--- config.mk ---
export PLATFORM = sky130hd
export DESIGN_NAME = zx_mem_top
export DESIGN_NICKNAME = d
export VERILOG_FILES = /design/src/common/zx_mem_pkg.sv /design/src/design/zx_io_ports.sv /design/src/paging/zx_paging_regs.sv /design/src/paging/zx_addr_map.sv /design/src/design/zx_mem_top.sv
export VERILOG_INCLUDE_DIRS = /design/src /design/src/common
export SDC_FILE = /design/constraint.sdc
export NUM_CORES = 1
export LEC_CHECK = 0
export BUFFER_PORTS_ARGS = -buffer_cell sky130_fd_sc_hd__buf_2
export CORE_ASPECT_RATIO = 0.75
export CORE_UTILIZATION = 49
export CTS_BUF_LIST = sky130_fd_sc_hd__clkbuf_8
export DETAILED_ROUTE_END_ITERATION = 8
export PLACE_DENSITY = 0.89
export SLEW_MARGIN = 0
export SYNTH_ARGS = -nofsm -noshare
export SYNTH_HDL_FRONTEND = slang
export SYNTH_SLANG_ARGS = --single-unit
--- constraint.sdc ---
create_clock -name clk_sys -period 4.4 [get_ports clk_sys]
set_input_delay 1.32 -clock clk_sys [delete_from_list [all_inputs] [get_ports clk_sys]]
set_output_delay 1.32 -clock clk_sys [all_outputs]
set_load 0.1 [all_outputs]
--- src/common/zx_mem_config.svh ---
`ifndef ZX_MEM_CONFIG_SVH
`define ZX_MEM_CONFIG_SVH

// ==============================
// CPU bus widths
// ==============================

// Z80 address and data
`define ZX_ADDR_W 16
`define ZX_DATA_W 8

// ==============================
// RAM side
// ==============================

// Byte address into the external RAM
`define ZX_RAM_AW 25

// Offset bits inside one 16K page
`define ZX_PAGE_BITS 14

// Upper region bits that sit above the ROM page number
`define ZX_ROM_REGION 3'b101

`endif

--- src/common/zx_mem_pkg.sv ---
package zx_mem_pkg;

`include "zx_mem_config.svh"

	// Machine family, latched during reset
	typedef enum logic [1:0] {
		mach_128   = 2'd0,
		mach_48    = 2'd1,
		mach_plus3 = 2'd2
	} machine_t;

	typedef logic [2:0] bank_t;
	typedef logic [3:0] rom_page_t;
	typedef logic [2:0] border_t;
	typedef logic [`ZX_RAM_AW-1:0] ram_addr_t;

	// Port 7FFD layout
	typedef struct packed {
		logic [1:0] spare;
		logic       lock;
		logic       rom_lo;
		logic       scr;
		bank_t      bank;
	} page_reg_t;

	// Port 1FFD layout, cfg[1] doubles as the ROM high bit
	typedef struct packed {
		logic [3:0] spare;
		logic       motor;
		logic [1:0] cfg;
		logic       special;
	} plus3_reg_t;

	typedef enum logic [1:0] {
		port_none = 2'd0,
		port_7ffd = 2'd1,
		port_1ffd = 2'd2,
		port_ula  = 2'd3
	} port_sel_t;

endpackage

--- src/design/zx_io_ports.sv ---
`include "zx_mem_config.svh"

module zx_io_ports import zx_mem_pkg::*; (
	input  logic                  clk_sys,
	input  logic                  reset,
	input  logic [`ZX_ADDR_W-1:0] addr,
	input  logic [`ZX_DATA_W-1:0] cpu_dout,
	input  logic                  iorq_n,
	input  logic                  wr_n,
	input  logic                  m1_n,
	input  machine_t              mach,
	input  logic                  locked,
	output logic                  io_strobe,
	output port_sel_t             io_port,
	output logic [`ZX_DATA_W-1:0] io_data,
	output logic                  ula_hit,
	output border_t               border,
	output logic                  ear_out,
	output logic                  mic_out
);

	logic      io_wr;
	logic      io_wr_q;
	logic      io_rise;
	logic      hit_7ffd;
	logic      hit_1ffd;
	logic      hit_ula;
	port_sel_t port_sel;

	// I/O write outside of interrupt acknowledge
	assign io_wr   = ~iorq_n & ~wr_n & m1_n;
	assign io_rise = io_wr & ~io_wr_q;

	// ==============================
	// Port decode
	// ==============================

	// locked is also high on 48K
	assign hit_7ffd = ~addr[15] & ~addr[1] & (addr[14] | (mach != mach_plus3)) & ~locked;
	assign hit_1ffd = (addr[15:13] == 3'b000) & addr[12] & ~addr[1]
		& (mach == mach_plus3) & ~locked;
	assign hit_ula  = ~addr[0];

	// A paging port wins the port field while the ULA keeps its own flag
	always_comb begin
		if (hit_7ffd) begin
			port_sel = port_7ffd;
		end else if (hit_1ffd) begin
			port_sel = port_1ffd;
		end else if (hit_ula) begin
			port_sel = port_ula;
		end else begin
			port_sel = port_none;
		end
	end

	always_ff @(posedge clk_sys) begin
		if (reset) begin
			io_wr_q   <= 1'b0;
			io_strobe <= 1'b0;
			ula_hit   <= 1'b0;
		end else begin
			io_wr_q   <= io_wr;
			io_strobe <= io_rise & (port_sel != port_none);
			ula_hit   <= io_rise & hit_ula;
		end
	end

	// Port and data that travel with the strobe
	always_ff @(posedge clk_sys) begin
		if (reset) begin
			io_port <= port_none;
			io_data <= '0;
		end else begin
			io_port <= port_sel;
			io_data <= cpu_dout;
		end
	end

	// ==============================
	// ULA output latch
	// ==============================
	always_ff @(posedge clk_sys) begin
		if (reset) begin
			border  <= '0;
			ear_out <= 1'b0;
			mic_out <= 1'b0;
		end else if (ula_hit) begin
			border  <= border_t'(io_data[2:0]);
			ear_out <= io_data[4];
			mic_out <= io_data[3];
		end
	end

	// One strobe per bus write, however long the CPU holds it
	a_strobe_single: assert property (@(posedge clk_sys) disable iff (reset)
		io_strobe |=> !io_strobe);

endmodule

--- src/paging/zx_paging_regs.sv ---
`include "zx_mem_config.svh"

module zx_paging_regs import zx_mem_pkg::*; (
	input  logic                  clk_sys,
	input  logic                  reset,
	input  machine_t              machine,
	input  logic                  io_strobe,
	input  port_sel_t             io_port,
	input  logic [`ZX_DATA_W-1:0] io_data,
	output machine_t              mach,
	output logic                  locked,
	output page_reg_t             page_reg,
	output plus3_reg_t            plus3_reg
);

	// ==============================
	// Machine latch and registers
	// ==============================

	// Machine type follows the input only while reset is held
	always_ff @(posedge clk_sys) begin
		if (reset) begin
			mach <= machine;
		end
	end

	always_ff @(posedge clk_sys) begin
		if (reset) begin
			page_reg  <= '0;
			plus3_reg <= '0;
		end else if (io_strobe) begin
			case (io_port)
				port_7ffd: begin
					page_reg <= page_reg_t'(io_data);
				end
				port_1ffd: begin
					plus3_reg <= plus3_reg_t'(io_data);
				end
				default: begin
					// ULA only, nothing to page
				end
			endcase
		end
	end

	// 48K has no paging at all, same as a locked 128K
	assign locked = page_reg.lock | (mach == mach_48);

	// ==============================
	// Checks
	// ==============================

	// Decoder must drop paging writes once the lock is set
	a_lock_holds: assert property (@(posedge clk_sys) disable iff (reset)
		(io_strobe && locked) |=> ($stable(page_reg) && $stable(plus3_reg)));

	// 1FFD only exists on +2A/+3
	a_plus3_only: assert property (@(posedge clk_sys) disable iff (reset)
		(mach != mach_plus3) |-> (plus3_reg == '0));

endmodule

--- src/paging/zx_addr_map.sv ---
`include "zx_mem_config.svh"

module zx_addr_map import zx_mem_pkg::*; (
	input  logic [`ZX_ADDR_W-1:0] addr,
	input  logic                  mreq_n,
	input  logic                  rd_n,
	input  logic                  wr_n,
	input  machine_t              mach,
	input  page_reg_t             page_reg,
	input  plus3_reg_t            plus3_reg,
	output ram_addr_t             ram_addr,
	output logic                  ram_rd,
	output logic                  ram_we,
	output logic                  page_scr
);

	localparam int ROM_PAD = `ZX_RAM_AW - 3 - $bits(rom_page_t) - `ZX_PAGE_BITS;
	localparam int RAM_PAD = `ZX_RAM_AW - $bits(bank_t) - `ZX_PAGE_BITS;

	logic [1:0]              slot;
	logic [`ZX_PAGE_BITS-1:0] offset;
	logic                    special;
	logic                    rom_sel;
	rom_page_t               rom_page;
	bank_t                   bank;

	assign slot    = addr[15:14];
	assign offset  = addr[`ZX_PAGE_BITS-1:0];
	assign special = (mach == mach_plus3) & plus3_reg.special;
	assign rom_sel = ~special & (slot == 2'd0);

	// ==============================
	// ROM page select
	// ==============================
	always_comb begin
		if (mach == mach_plus3) begin
			rom_page = {2'b10, plus3_reg.cfg[1], page_reg.rom_lo};
		end else begin
			rom_page = {3'b011, (mach == mach_48) | page_reg.rom_lo};
		end
	end

	// ==============================
	// RAM bank per slot
	// ==============================
	always_comb begin
		if (special) begin
			// All-RAM configs 0123, 4567, 4563, 4763
			case (plus3_reg.cfg)
				2'd0:    bank = {1'b0, slot};
				2'd1:    bank = {1'b1, slot};
				2'd2:    bank = (slot == 2'd3) ? 3'd3 : {1'b1, slot};
				default: bank = (slot == 2'd3) ? 3'd3 : (slot == 2'd1) ? 3'd7 : {1'b1, slot};
			endcase
		end else begin
			case (slot)
				2'd1:    bank = 3'd5;
				2'd2:    bank = 3'd2;
				2'd3:    bank = page_reg.bank;
				default: bank = 3'd0;
			endcase
		end
	end

	always_comb begin
		if (rom_sel) begin
			ram_addr = {{ROM_PAD{1'b0}}, `ZX_ROM_REGION, rom_page, offset};
		end else begin
			ram_addr = {{RAM_PAD{1'b0}}, bank, offset};
		end
	end

	// ROM is read only outside special mode
	assign ram_rd   = ~mreq_n & ~rd_n;
	assign ram_we   = ~mreq_n & ~wr_n & ~rom_sel;
	assign page_scr = page_reg.scr;

	// Bus write into the bottom 16K with ROM paged in never reaches RAM
	always_comb begin
		a_rom_no_we: assert (!(ram_we && addr[15:14] == 2'd0 && !plus3_reg.special))
			else $error("RAM write enable raised for ROM slot");
	end

endmodule

--- src/design/zx_mem_top.sv ---
`include "zx_mem_config.svh"

module zx_mem_top import zx_mem_pkg::*; (
	input  logic                  clk_sys,
	input  logic                  reset,
	input  machine_t              machine,
	input  logic [`ZX_ADDR_W-1:0] addr,
	input  logic [`ZX_DATA_W-1:0] cpu_dout,
	input  logic                  mreq_n,
	input  logic                  iorq_n,
	input  logic                  rd_n,
	input  logic                  wr_n,
	input  logic                  m1_n,
	output ram_addr_t             ram_addr,
	output logic                  ram_rd,
	output logic                  ram_we,
	output logic                  page_scr,
	output border_t               border,
	output logic                  ear_out,
	output logic                  mic_out
);

	logic                  io_strobe;
	port_sel_t             io_port;
	logic [`ZX_DATA_W-1:0] io_data;
	machine_t              mach;
	logic                  locked;
	page_reg_t             page_reg;
	plus3_reg_t            plus3_reg;

	// ULA hit is consumed inside the decoder
	zx_io_ports i_io_ports (
		.clk_sys   (clk_sys),
		.reset     (reset),
		.addr      (addr),
		.cpu_dout  (cpu_dout),
		.iorq_n    (iorq_n),
		.wr_n      (wr_n),
		.m1_n      (m1_n),
		.mach      (mach),
		.locked    (locked),
		.io_strobe (io_strobe),
		.io_port   (io_port),
		.io_data   (io_data),
		.ula_hit   (),
		.border    (border),
		.ear_out   (ear_out),
		.mic_out   (mic_out)
	);

	zx_paging_regs i_paging_regs (
		.clk_sys   (clk_sys),
		.reset     (reset),
		.machine   (machine),
		.io_strobe (io_strobe),
		.io_port   (io_port),
		.io_data   (io_data),
		.mach      (mach),
		.locked    (locked),
		.page_reg  (page_reg),
		.plus3_reg (plus3_reg)
	);

	zx_addr_map i_addr_map (
		.addr      (addr),
		.mreq_n    (mreq_n),
		.rd_n      (rd_n),
		.wr_n      (wr_n),
		.mach      (mach),
		.page_reg  (page_reg),
		.plus3_reg (plus3_reg),
		.ram_addr  (ram_addr),
		.ram_rd    (ram_rd),
		.ram_we    (ram_we),
		.page_scr  (page_scr)
	);

endmodule

==> results of run 1 <==
==> cell families (layout without fill, tap and decap cells) <==
group,after synthesis,after routing,share of synthesized area
flip-flops,27,27,0.458
multiplexers,15,15,0.123
AND/OR/NAND/NOR,45,45,0.202
other,1,5,0.00306
AO/OA/AOI/OAI,11,11,0.0613
buffers and inverters,27,43,0.153
==> worst reg2reg max path: stages, from the launching register on <==
cell and delay [ns]:
dfxtp_1 0.34, or4b_2 0.69, o21a_1 0.21, a21oi_1 0.14
==> stage by stage <==
step	area (sq um)	total power, mW	hold WS (ns)
after floorplan	1250	0.402	0.437
after global placement	1300	0.369	0.443
after detailed placement	1300	0.371	0.452
after CTS	1340	0.500	0.472
after global routing	1340	0.518	0.503
final	1340	0.495	0.467
==> cell usage after synthesis (all sizes together) (2+ instances only) <==
cell,number
clkbuf,4
o21ai,2
nand3,2
nor2,18
buf,22
edfxtp,2
nand3b,3
nor2b,8
a21oi,3
or4b,2
dfxtp,25
nor3,4
or3,3
mux2i,15
==> cell type report <==
| class | instances | area, sq um | area share |
|---|---|---|---|
| Multi-Input combinational cell | 76 | 499 | 0.372 |
| Clock buffer | 3 | 41.3 | 0.0308 |
| Clock inverter | 1 | 3.75 | 0.00280 |
| Sequential cell | 27 | 561 | 0.418 |
| Timing Repair Buffer | 38 | 190 | 0.142 |
| Inverter | 1 | 3.75 | 0.00280 |
| Tap cell | 34 | 42.5 | 0.0317 |
==> path summary, 6_finish.rpt <==
kind                                  start                   endpoint  slack (ns)  depth (start not counted)
setup / recovery                   addr[15]               ram_addr[15]        0.33                          5
hold / removal        i_io_ports.io_data[5]  i_paging_regs.page_reg[5]        0.47                          2
setup reg to reg  i_paging_regs.page_reg[5]       i_io_ports.io_strobe        2.96                          3
hold reg to reg       i_io_ports.io_data[5]  i_paging_regs.page_reg[5]        0.47                          2
==> power groups by stage <==
stage,Clock [mW],Combinational (mW),Sequential (mW)
after floorplan,0,0.136,0.266
after global placement,0,0.105,0.264
after detailed placement,0,0.106,0.265
after CTS,0.135,0.106,0.259
after global routing,0.146,0.111,0.260
final,0.130,0.106,0.259
==> metal layers <==
layer | vias to the layer above | wire length, um | global-route usage
met5 | - | 0 | 0
met1 | 416 | 979 | 0.217
met4 | 0 | 31 | 0.0884
li1 | 440 | - | -
met3 | 4 | 149 | 0.0287
met2 | 49 | 1060 | 0.282
==> metrics, run 1 <==
drt wl/cell=12.3 um; Crit path top cell by count=buf_2; Power Density=369 nW/um^2; # diodes=0; Avg Inst Size Synth=between 9 and 10 sq um; router iterations before antenna repair=4; # H-tree levels=1; yosys warns=0; switching part of the total power=0.319; skew final=0.00331 ns; power share of the clock group=0.262; crit path buf inv count=2; Internal Pwr Total=0.337 mW; min Tclk post-route=4.07 ns; antenna violations before repair=0; commonest non-fill, non-tap cell in the layout=buf_2; FP Rows=15; # nets final=180; net switching power=0.158 mW; gpl congestion=0.879; Setup-failing EPs final=0; clk buf depth=2; most frequent cells in the layout=buf_2 (38), dfxtp_1 (25), nor2_1 (17); post-synth top area share=0.409; GRT Residual Overflow=0; final hold violation count=0; Gate Count Post-Synth=126; delay-heaviest family, CP=simple AND/OR/NAND/NOR gates; Pleak=between 0.6 and 0.7 nW; Async SR Flop Fraction=0; Worst EP arrival=2.75 ns; Seq/Total Area, Yosys=0.458; Fmax achieved=245 MHz; Worst Setup Path Type=primary input to output port; placed cells=between 150 and 200; clk root buf=clkbuf_8; Final Cycle Share=0.926; worst path cell trace=buf_2 > or4b_4 > or3_1 > o221a_2 > buf_2; vias=909; VDD IR max=0.000194 V; Die H=45.3 um; area leader, netlist=dfxtp_1; Seq pwr share=0.524; DRT antenna net count=0; Hold Path Class=flop to flop; Layout Utilization=0.576; count of flip-flops with a built-in enable after synthesis=2; area grow syn2layout=9.50%; Critical Path Fanout Max=8; pin count of the biggest net entering global routing=26; combinational share of power=0.214; number of setup buffers added after CTS=0; DR vias/cell=5.05; CP Launch Type=primary input; setup slack after layout=0.327 ns; chip width=59.7 um; CTS tree=yes; Worst-path clk slew=0.08 ns; Core ar.=2330 sq um; first-pass GRT wire length=3320 um; FF+latch count, synth=27; clock latency at the later pin of the worst-skew pair=0.26 ns; Fillers=230; RSZ-0062 raised after global routing=false; port bufs=38; non-filler cells, final=180; die area=2710 sq um; number of global-route vias before repair=761; required time of the critical path=3.08 ns; post-CTS sizing=0; MaxCap Viol Count=0; TNS Setup=0 ns; fin. max-slew vios=0; CTS sink count=27; Global Route Usage Sum=0.171; hold buffers post-CTS=0; Synth cell types=29; Worst path max stage delay=0.57 ns; Primary FF master, synth=dfxtp_1; Crit-path slowest cell=or4b_4; Ports=66; Detailed Route Iter0 Violations=34; Post-Synthesis Cell Area=1220 sq um; Critical Path Sink Type=output port; TritonCTS Buffers=3; final wirelength=2220 um; initial core utilization=0.526; status=completed; synth top area cells=dfxtp_1 (41%), buf_4 (13%), mux2i_1 (12%); DRC violations left=0; layout cells sized above 1=0.315; Place WS=~0.33 ns; DP Wirelength=about 1800 um
(Power assumes the default switching activity.)
==> run 2: changes to the inputs <==
--- a/config.mk
+++ b/config.mk
@@ -9,10 +9,12 @@
 export BUFFER_PORTS_ARGS = -buffer_cell sky130_fd_sc_hd__buf_2
 export CORE_ASPECT_RATIO = 0.75
-export CORE_UTILIZATION = 49
+export CORE_UTILIZATION = 50
 export CTS_BUF_LIST = sky130_fd_sc_hd__clkbuf_8
 export DETAILED_ROUTE_END_ITERATION = 8
-export PLACE_DENSITY = 0.89
+export GPL_TIMING_DRIVEN = 1
+export PLACE_DENSITY = 0.84
 export SLEW_MARGIN = 0
 export SYNTH_ARGS = -nofsm -noshare
 export SYNTH_HDL_FRONTEND = slang
+export SYNTH_HIERARCHICAL = 1
 export SYNTH_SLANG_ARGS = --single-unit
==> constraint.sdc (replaced) <==
create_clock -name clk_sys -period 4.4 [get_ports clk_sys]
set_input_delay 0.22 -clock clk_sys [delete_from_list [all_inputs] [get_ports clk_sys]]
set_output_delay 0.22 -clock clk_sys [all_outputs]
set_load 0.1 [all_outputs]
==> run 2 against run 1 <==
  * Count of clock-buffer cells in the layout did not move
  * Clock skew is 0.0023 ns lower
  * Routed wire length fell by 0.32%
  * Via count rose by 1.2%
  * Synthesized cell count up 10%
  * Maximum frequency up 98%
  * Critical path depth decreased by 1
==> metrics, run 2 <==
Min-Delay Path Depth=2; Fillers=227; drt wl/cell=around 12 um; layout cells sized above 1=0.321; R2R Setup Slk=3.03 ns; TNS Setup=0 ns; pin count of the biggest net entering global routing=33; TritonCTS Buffers=3; final hold violation count=0; Power Density=between 300 and 400 nW/um^2; DR vias/cell=4.84; r2r endpoint=i_io_ports/io_port[1]; area grow syn2layout=5.71%; Critical Path Sink Type=output port; Met2 Routed Length=~1000 um; DRT antenna net count=0; required time of the critical path=4.18 ns; Ports=66; first-pass GRT wire length=3440 um; reg2reg start=i_paging_regs/mach[0]; Global Route Usage Sum=0.155; Post-Synthesis Cell Area=1360 sq um; VDD IR max=0.000202 V; # diodes=0; Hold Path Class=primary input to flop; Worst-path clk slew=0.09 ns; Total Power=0.506 mW; CP startpoint=i_paging_regs/mach[0]; antenna violations before repair=0; clk buf depth=2; clk root buf=clkbuf_8; fin. max-slew vios=0; die area=~2900 sq um; Hold Slack=0.116 ns; # nets final=190; R2R depth=4; # H-tree levels=1; RSZ-0062 raised after global routing=false; skew final=about 0.0011 ns; min Tclk post-route=2.06 ns; MaxCap Viol Count=0; Worst EP arrival=1.84 ns; number of global-route vias before repair=a little over 800; Core ar.=2440 sq um; initial core utilization=0.557; Critical Path Fanout Max=7; metal1 wirelength=1060 um; met3 routed WL=106 um; router iterations before antenna repair=4; yosys warns=6; final wirelength=approximately 2200 um; Avg Inst Size Synth=9.78 sq um; chip width=62.2 um; status=completed; Die H=between 40 and 50 um; DRC violations left=0; GRT Residual Overflow=0; Worst Setup Path Type=flop to output port; post-CTS sizing=0; Fmax achieved=485 MHz; vias=920; Layout Utilization=0.589; Gate Count Post-Synth=139; FP Rows=15; port bufs=38; Critical Path Sink=ram_addr[15]; DP Wirelength=1730 um; CTS sink count=27; gpl congestion=0.802; hold buffers post-CTS=0; commonest non-fill, non-tap cell in the layout=buf_2; Detailed Route Iter0 Violations=32; CTS tree=yes; CP Launch Type=flop; DR top layer=met4; most frequent cells in the layout=buf_2 (38), dfxtp_1 (25), nand2b_1 (17); Final Cycle Share=0.469; number of setup buffers added after CTS=0; Pleak=0.640 nW; clock latency at the later pin of the worst-skew pair=0.27 ns; Setup-failing EPs final=0
-- run 2: report_power, final --
group	switching [mW]	total, mW	internal, mW	leakage (nW)
registers	0.00497	0.259	0.254	0.223
clock network	0.0720	0.135	0.0633	0.0255
logic	0.0875	0.112	0.0244	0.392
-- run 2: per-stage QoR --
step                      cells  instance area, sq um  setup slack [ns]
after floorplan             143                  1370             0.623
final                       190                  1440              2.34
after CTS                   190                  1440              2.32
after global placement      186                  1390              2.68
after global routing        190                  1440              2.21
after detailed placement    186                  1390              2.63
-- run 2: cell type report --
| class | count | area [sq um] | share of cell area |
|---|---|---|---|
| Tap cell | 34 | 42.5 | 0.0296 |
| Clock inverter | 1 | 5.00 | 0.00348 |
| Inverter | 3 | 11.3 | 0.00784 |
| Clock buffer | 3 | 41.3 | 0.0287 |
| Sequential cell | 27 | 561 | 0.390 |
| Multi-Input combinational cell | 84 | 586 | 0.408 |
| Timing Repair Buffer | 38 | 190 | 0.132 |
-- run 2: how the worst min path moves through the flow --
stage                       endpoint  slack (ns)        from
3_3_place_gp   i_paging_regs/mach[1]        0.40  machine[1]
6_report          i_io_ports/io_wr_q        0.12      iorq_n
4_1_cts           i_io_ports/io_wr_q        0.11      iorq_n
5_1_grt           i_io_ports/io_wr_q        0.11      iorq_n
3_5_place_dp   i_paging_regs/mach[0]        0.40  machine[0]
2_1_floorplan  i_io_ports/io_data[2]        0.29       reset
-- run 2: metal layers --
layer / GRT usage / vias up
li1: - / 469
met1: 0.181 / 415
met2: 0.277 / 32
met3: 0.0534 / 4
met4: 0.0558 / 0
met5: 0 / -
-- run 2: critical path, stage by stage (launching register included) --
cell	delay (ns)
edfxtp_1	0.46
and3b_1	0.39
a41oi_1	0.14
o22ai_1	0.14
buf_2	0.44
==> run 3: changes to the inputs <==
clock period = 1.95 ns   (was 4.4 ns; I/O delays follow)
==> run 3 against run 2 <==
  * First-iteration DRC count is the same
  * Clock skew grew 0.00098 ns
  * Hold slack lost 0.098 ns
  * Largest power group unchanged
  * Cell count grew 2.1%
  * Critical endpoint is now ram_we
  * Die area is the same
  * Non-clock buffer count grew 4
  * Clock power grew 140%
  * Via count grew 4.7%
  * Global-route usage grew 2.0 points
  * Utilization grew 4.9 points
  * Highest routed layer unchanged
  * Sequential power grew 130%
  * Setup slack lost 2.2 ns
==> metrics, run 3 (synthesis gave the netlist of run 2 again) <==
status=completed; Hold Startpoint=cpu_dout[0]; number of global-route vias before repair=around 830; power share of the clock group=0.275; port bufs=38; combinational share of power=0.236; DRC violations left=0; router iterations before antenna repair=4; required time of the critical path=1.85 ns; Worst EP arrival=1.76 ns; TNS Setup=0 ns; clk root buf=clkbuf_8; commonest non-fill, non-tap cell in the layout=buf_2; drt wl/cell=roughly 13 um; Min-Delay Path Depth=2; net switching power=0.402 mW; Setup-failing EPs final=0; die area=2930 sq um; Ports=between 60 and 70; Power Density=769 nW/um^2; Total Power=1.20 mW; pin count of the biggest net entering global routing=33; Final Cycle Share=0.952; R2R Setup Slk=around 0.62 ns; CTS tree=yes; Internal Pwr Total=0.795 mW; layout cells sized above 1=0.363; Critical Path Fanout Max=7; CP Launch Type=flop; initial core utilization=0.557; DRT antenna net count=0; Hold Path Class=primary input to flop; Worst Setup Path Type=flop to output port; # diodes=0; Crit-path slowest cell=edfxtp_1; worst path cell trace=and3b_2 > nor3_1 > buf_4 > nor3_4 > buf_4; # nets final=194; final hold violation count=0; r2r endpoint=i_io_ports/io_port[1]; GRT Residual Overflow=0; DR vias/cell=between 4 and 5; Worst-path clk slew=0.09 ns; clock latency at the later pin of the worst-skew pair=around 0.28 ns; final wirelength=2520 um; clk buf depth=2; Pleak=0.675 nW; Worst path max stage delay=0.45 ns; Core ar.=2440 sq um; # H-tree levels=1; Die H=47.1 um; switching part of the total power=0.336; WHS Endpoint=i_io_ports/io_data[0]; RSZ-0062 raised after global routing=false; VDD IR max=0.000681 V; chip width=a little over 60 um; Critical Path Sink Type=output port; gpl congestion=~0.8; Fmax achieved=539 MHz; Detailed Route Iter0 Violations=32; MaxCap Viol Count=0; fin. max-slew vios=0; Crit path top cell by count=buf_4; TritonCTS Buffers=3; Hold Slack=around 0.019 ns; area grow syn2layout=14.5%; setup slack after layout=0.0938 ns; non-filler cells, final=194; R2R depth=4; min Tclk post-route=roughly 1.9 ns; FP Rows=15; Place WS=0.210 ns; Fillers=between 200 and 250; DP Wirelength=1930 um; most frequent cells in the layout=buf_2 (32), dfxtp_1 (25), nand2b_1 (17); placed cells=187; number of setup buffers added after CTS=0; skew final=0.00203 ns; antenna violations before repair=0; reg2reg start=i_paging_regs/mach[0]; vias=963; first-pass GRT wire length=approximately 3800 um; Seq pwr share=0.489; CTS sink count=27; Global Route Usage Sum=0.175
## run 3: cell count changes in the layout (fill, tap and decap cells not counted), moves of 2 or more
| cell | before | now |
|---|---|---|
| buf_4 | 0 | 4 |
| buf_2 | 38 | 32 |
| dlygate4sd3_1 | 0 | 3 |
| buf_12 | 0 | 2 |
## run 3: stage by stage
step	utilization	instance area, sq um
after floorplan	-	1410
after global placement	0.599	1460
after detailed placement	0.599	1460
after CTS	0.634	1550
after global routing	0.638	1560
final	0.638	1560
## run 3: routing by layer
| metal | track usage | up-vias | part of all wire |
|---|---|---|---|
| met5 | 0 | - | 0 |
| met4 | 0.0884 | 0 | 0.020 |
| met1 | 0.193 | 440 | 0.42 |
| met3 | 0.0510 | 5 | 0.064 |
| li1 | - | 477 | - |
| met2 | 0.327 | 41 | 0.49 |
## run 3: cell type report
cell class,count,area [sq um],area share
clock buffer,3,41.3,0.0265
inverter,3,11.3,0.00723
timing repair buffer,42,268,0.172
tap,34,42.5,0.0273
sequential,27,561,0.360
multi-input combinational,84,627,0.403
clock inverter,1,6.26,0.00402
## run 3: worst max-delay path, delay by kind of cell, from the launching register on
family,cells,cell delay [ns]
buffers and inverters,2,0.48
flip-flops,1,0.45
AND/OR/NAND/NOR,3,0.54
## run 3: power by group through the flow
stage	registers (mW)	logic [mW]	clock network, mW
after floorplan	0.600	0.321	0
after global placement	0.597	0.267	0
after detailed placement	0.598	0.272	0
after CTS	0.585	0.280	0.341
after global routing	0.588	0.293	0.358
final	0.585	0.283	0.329
## run 3: worst max path at each step
stage	start	cells after the start	slack (ns)	to
2_1_floorplan	i_paging_regs/mach[0]	2	-0.52	ram_addr[17]
3_3_place_gp	i_paging_regs/mach[0]	5	0.30	ram_we
3_5_place_dp	i_paging_regs/mach[0]	5	0.21	ram_we
4_1_cts	i_paging_regs/mach[0]	5	0.02	ram_we
5_1_grt	i_paging_regs/mach[0]	5	0.04	ram_we
6_report	i_paging_regs/mach[0]	5	0.09	ram_we
## run 3: timing repair
action,in CTS,in global routing
hold endpoints to repair,3,0
resized for setup,3,3
setup endpoints to repair,3,2
hold buffers,3,0
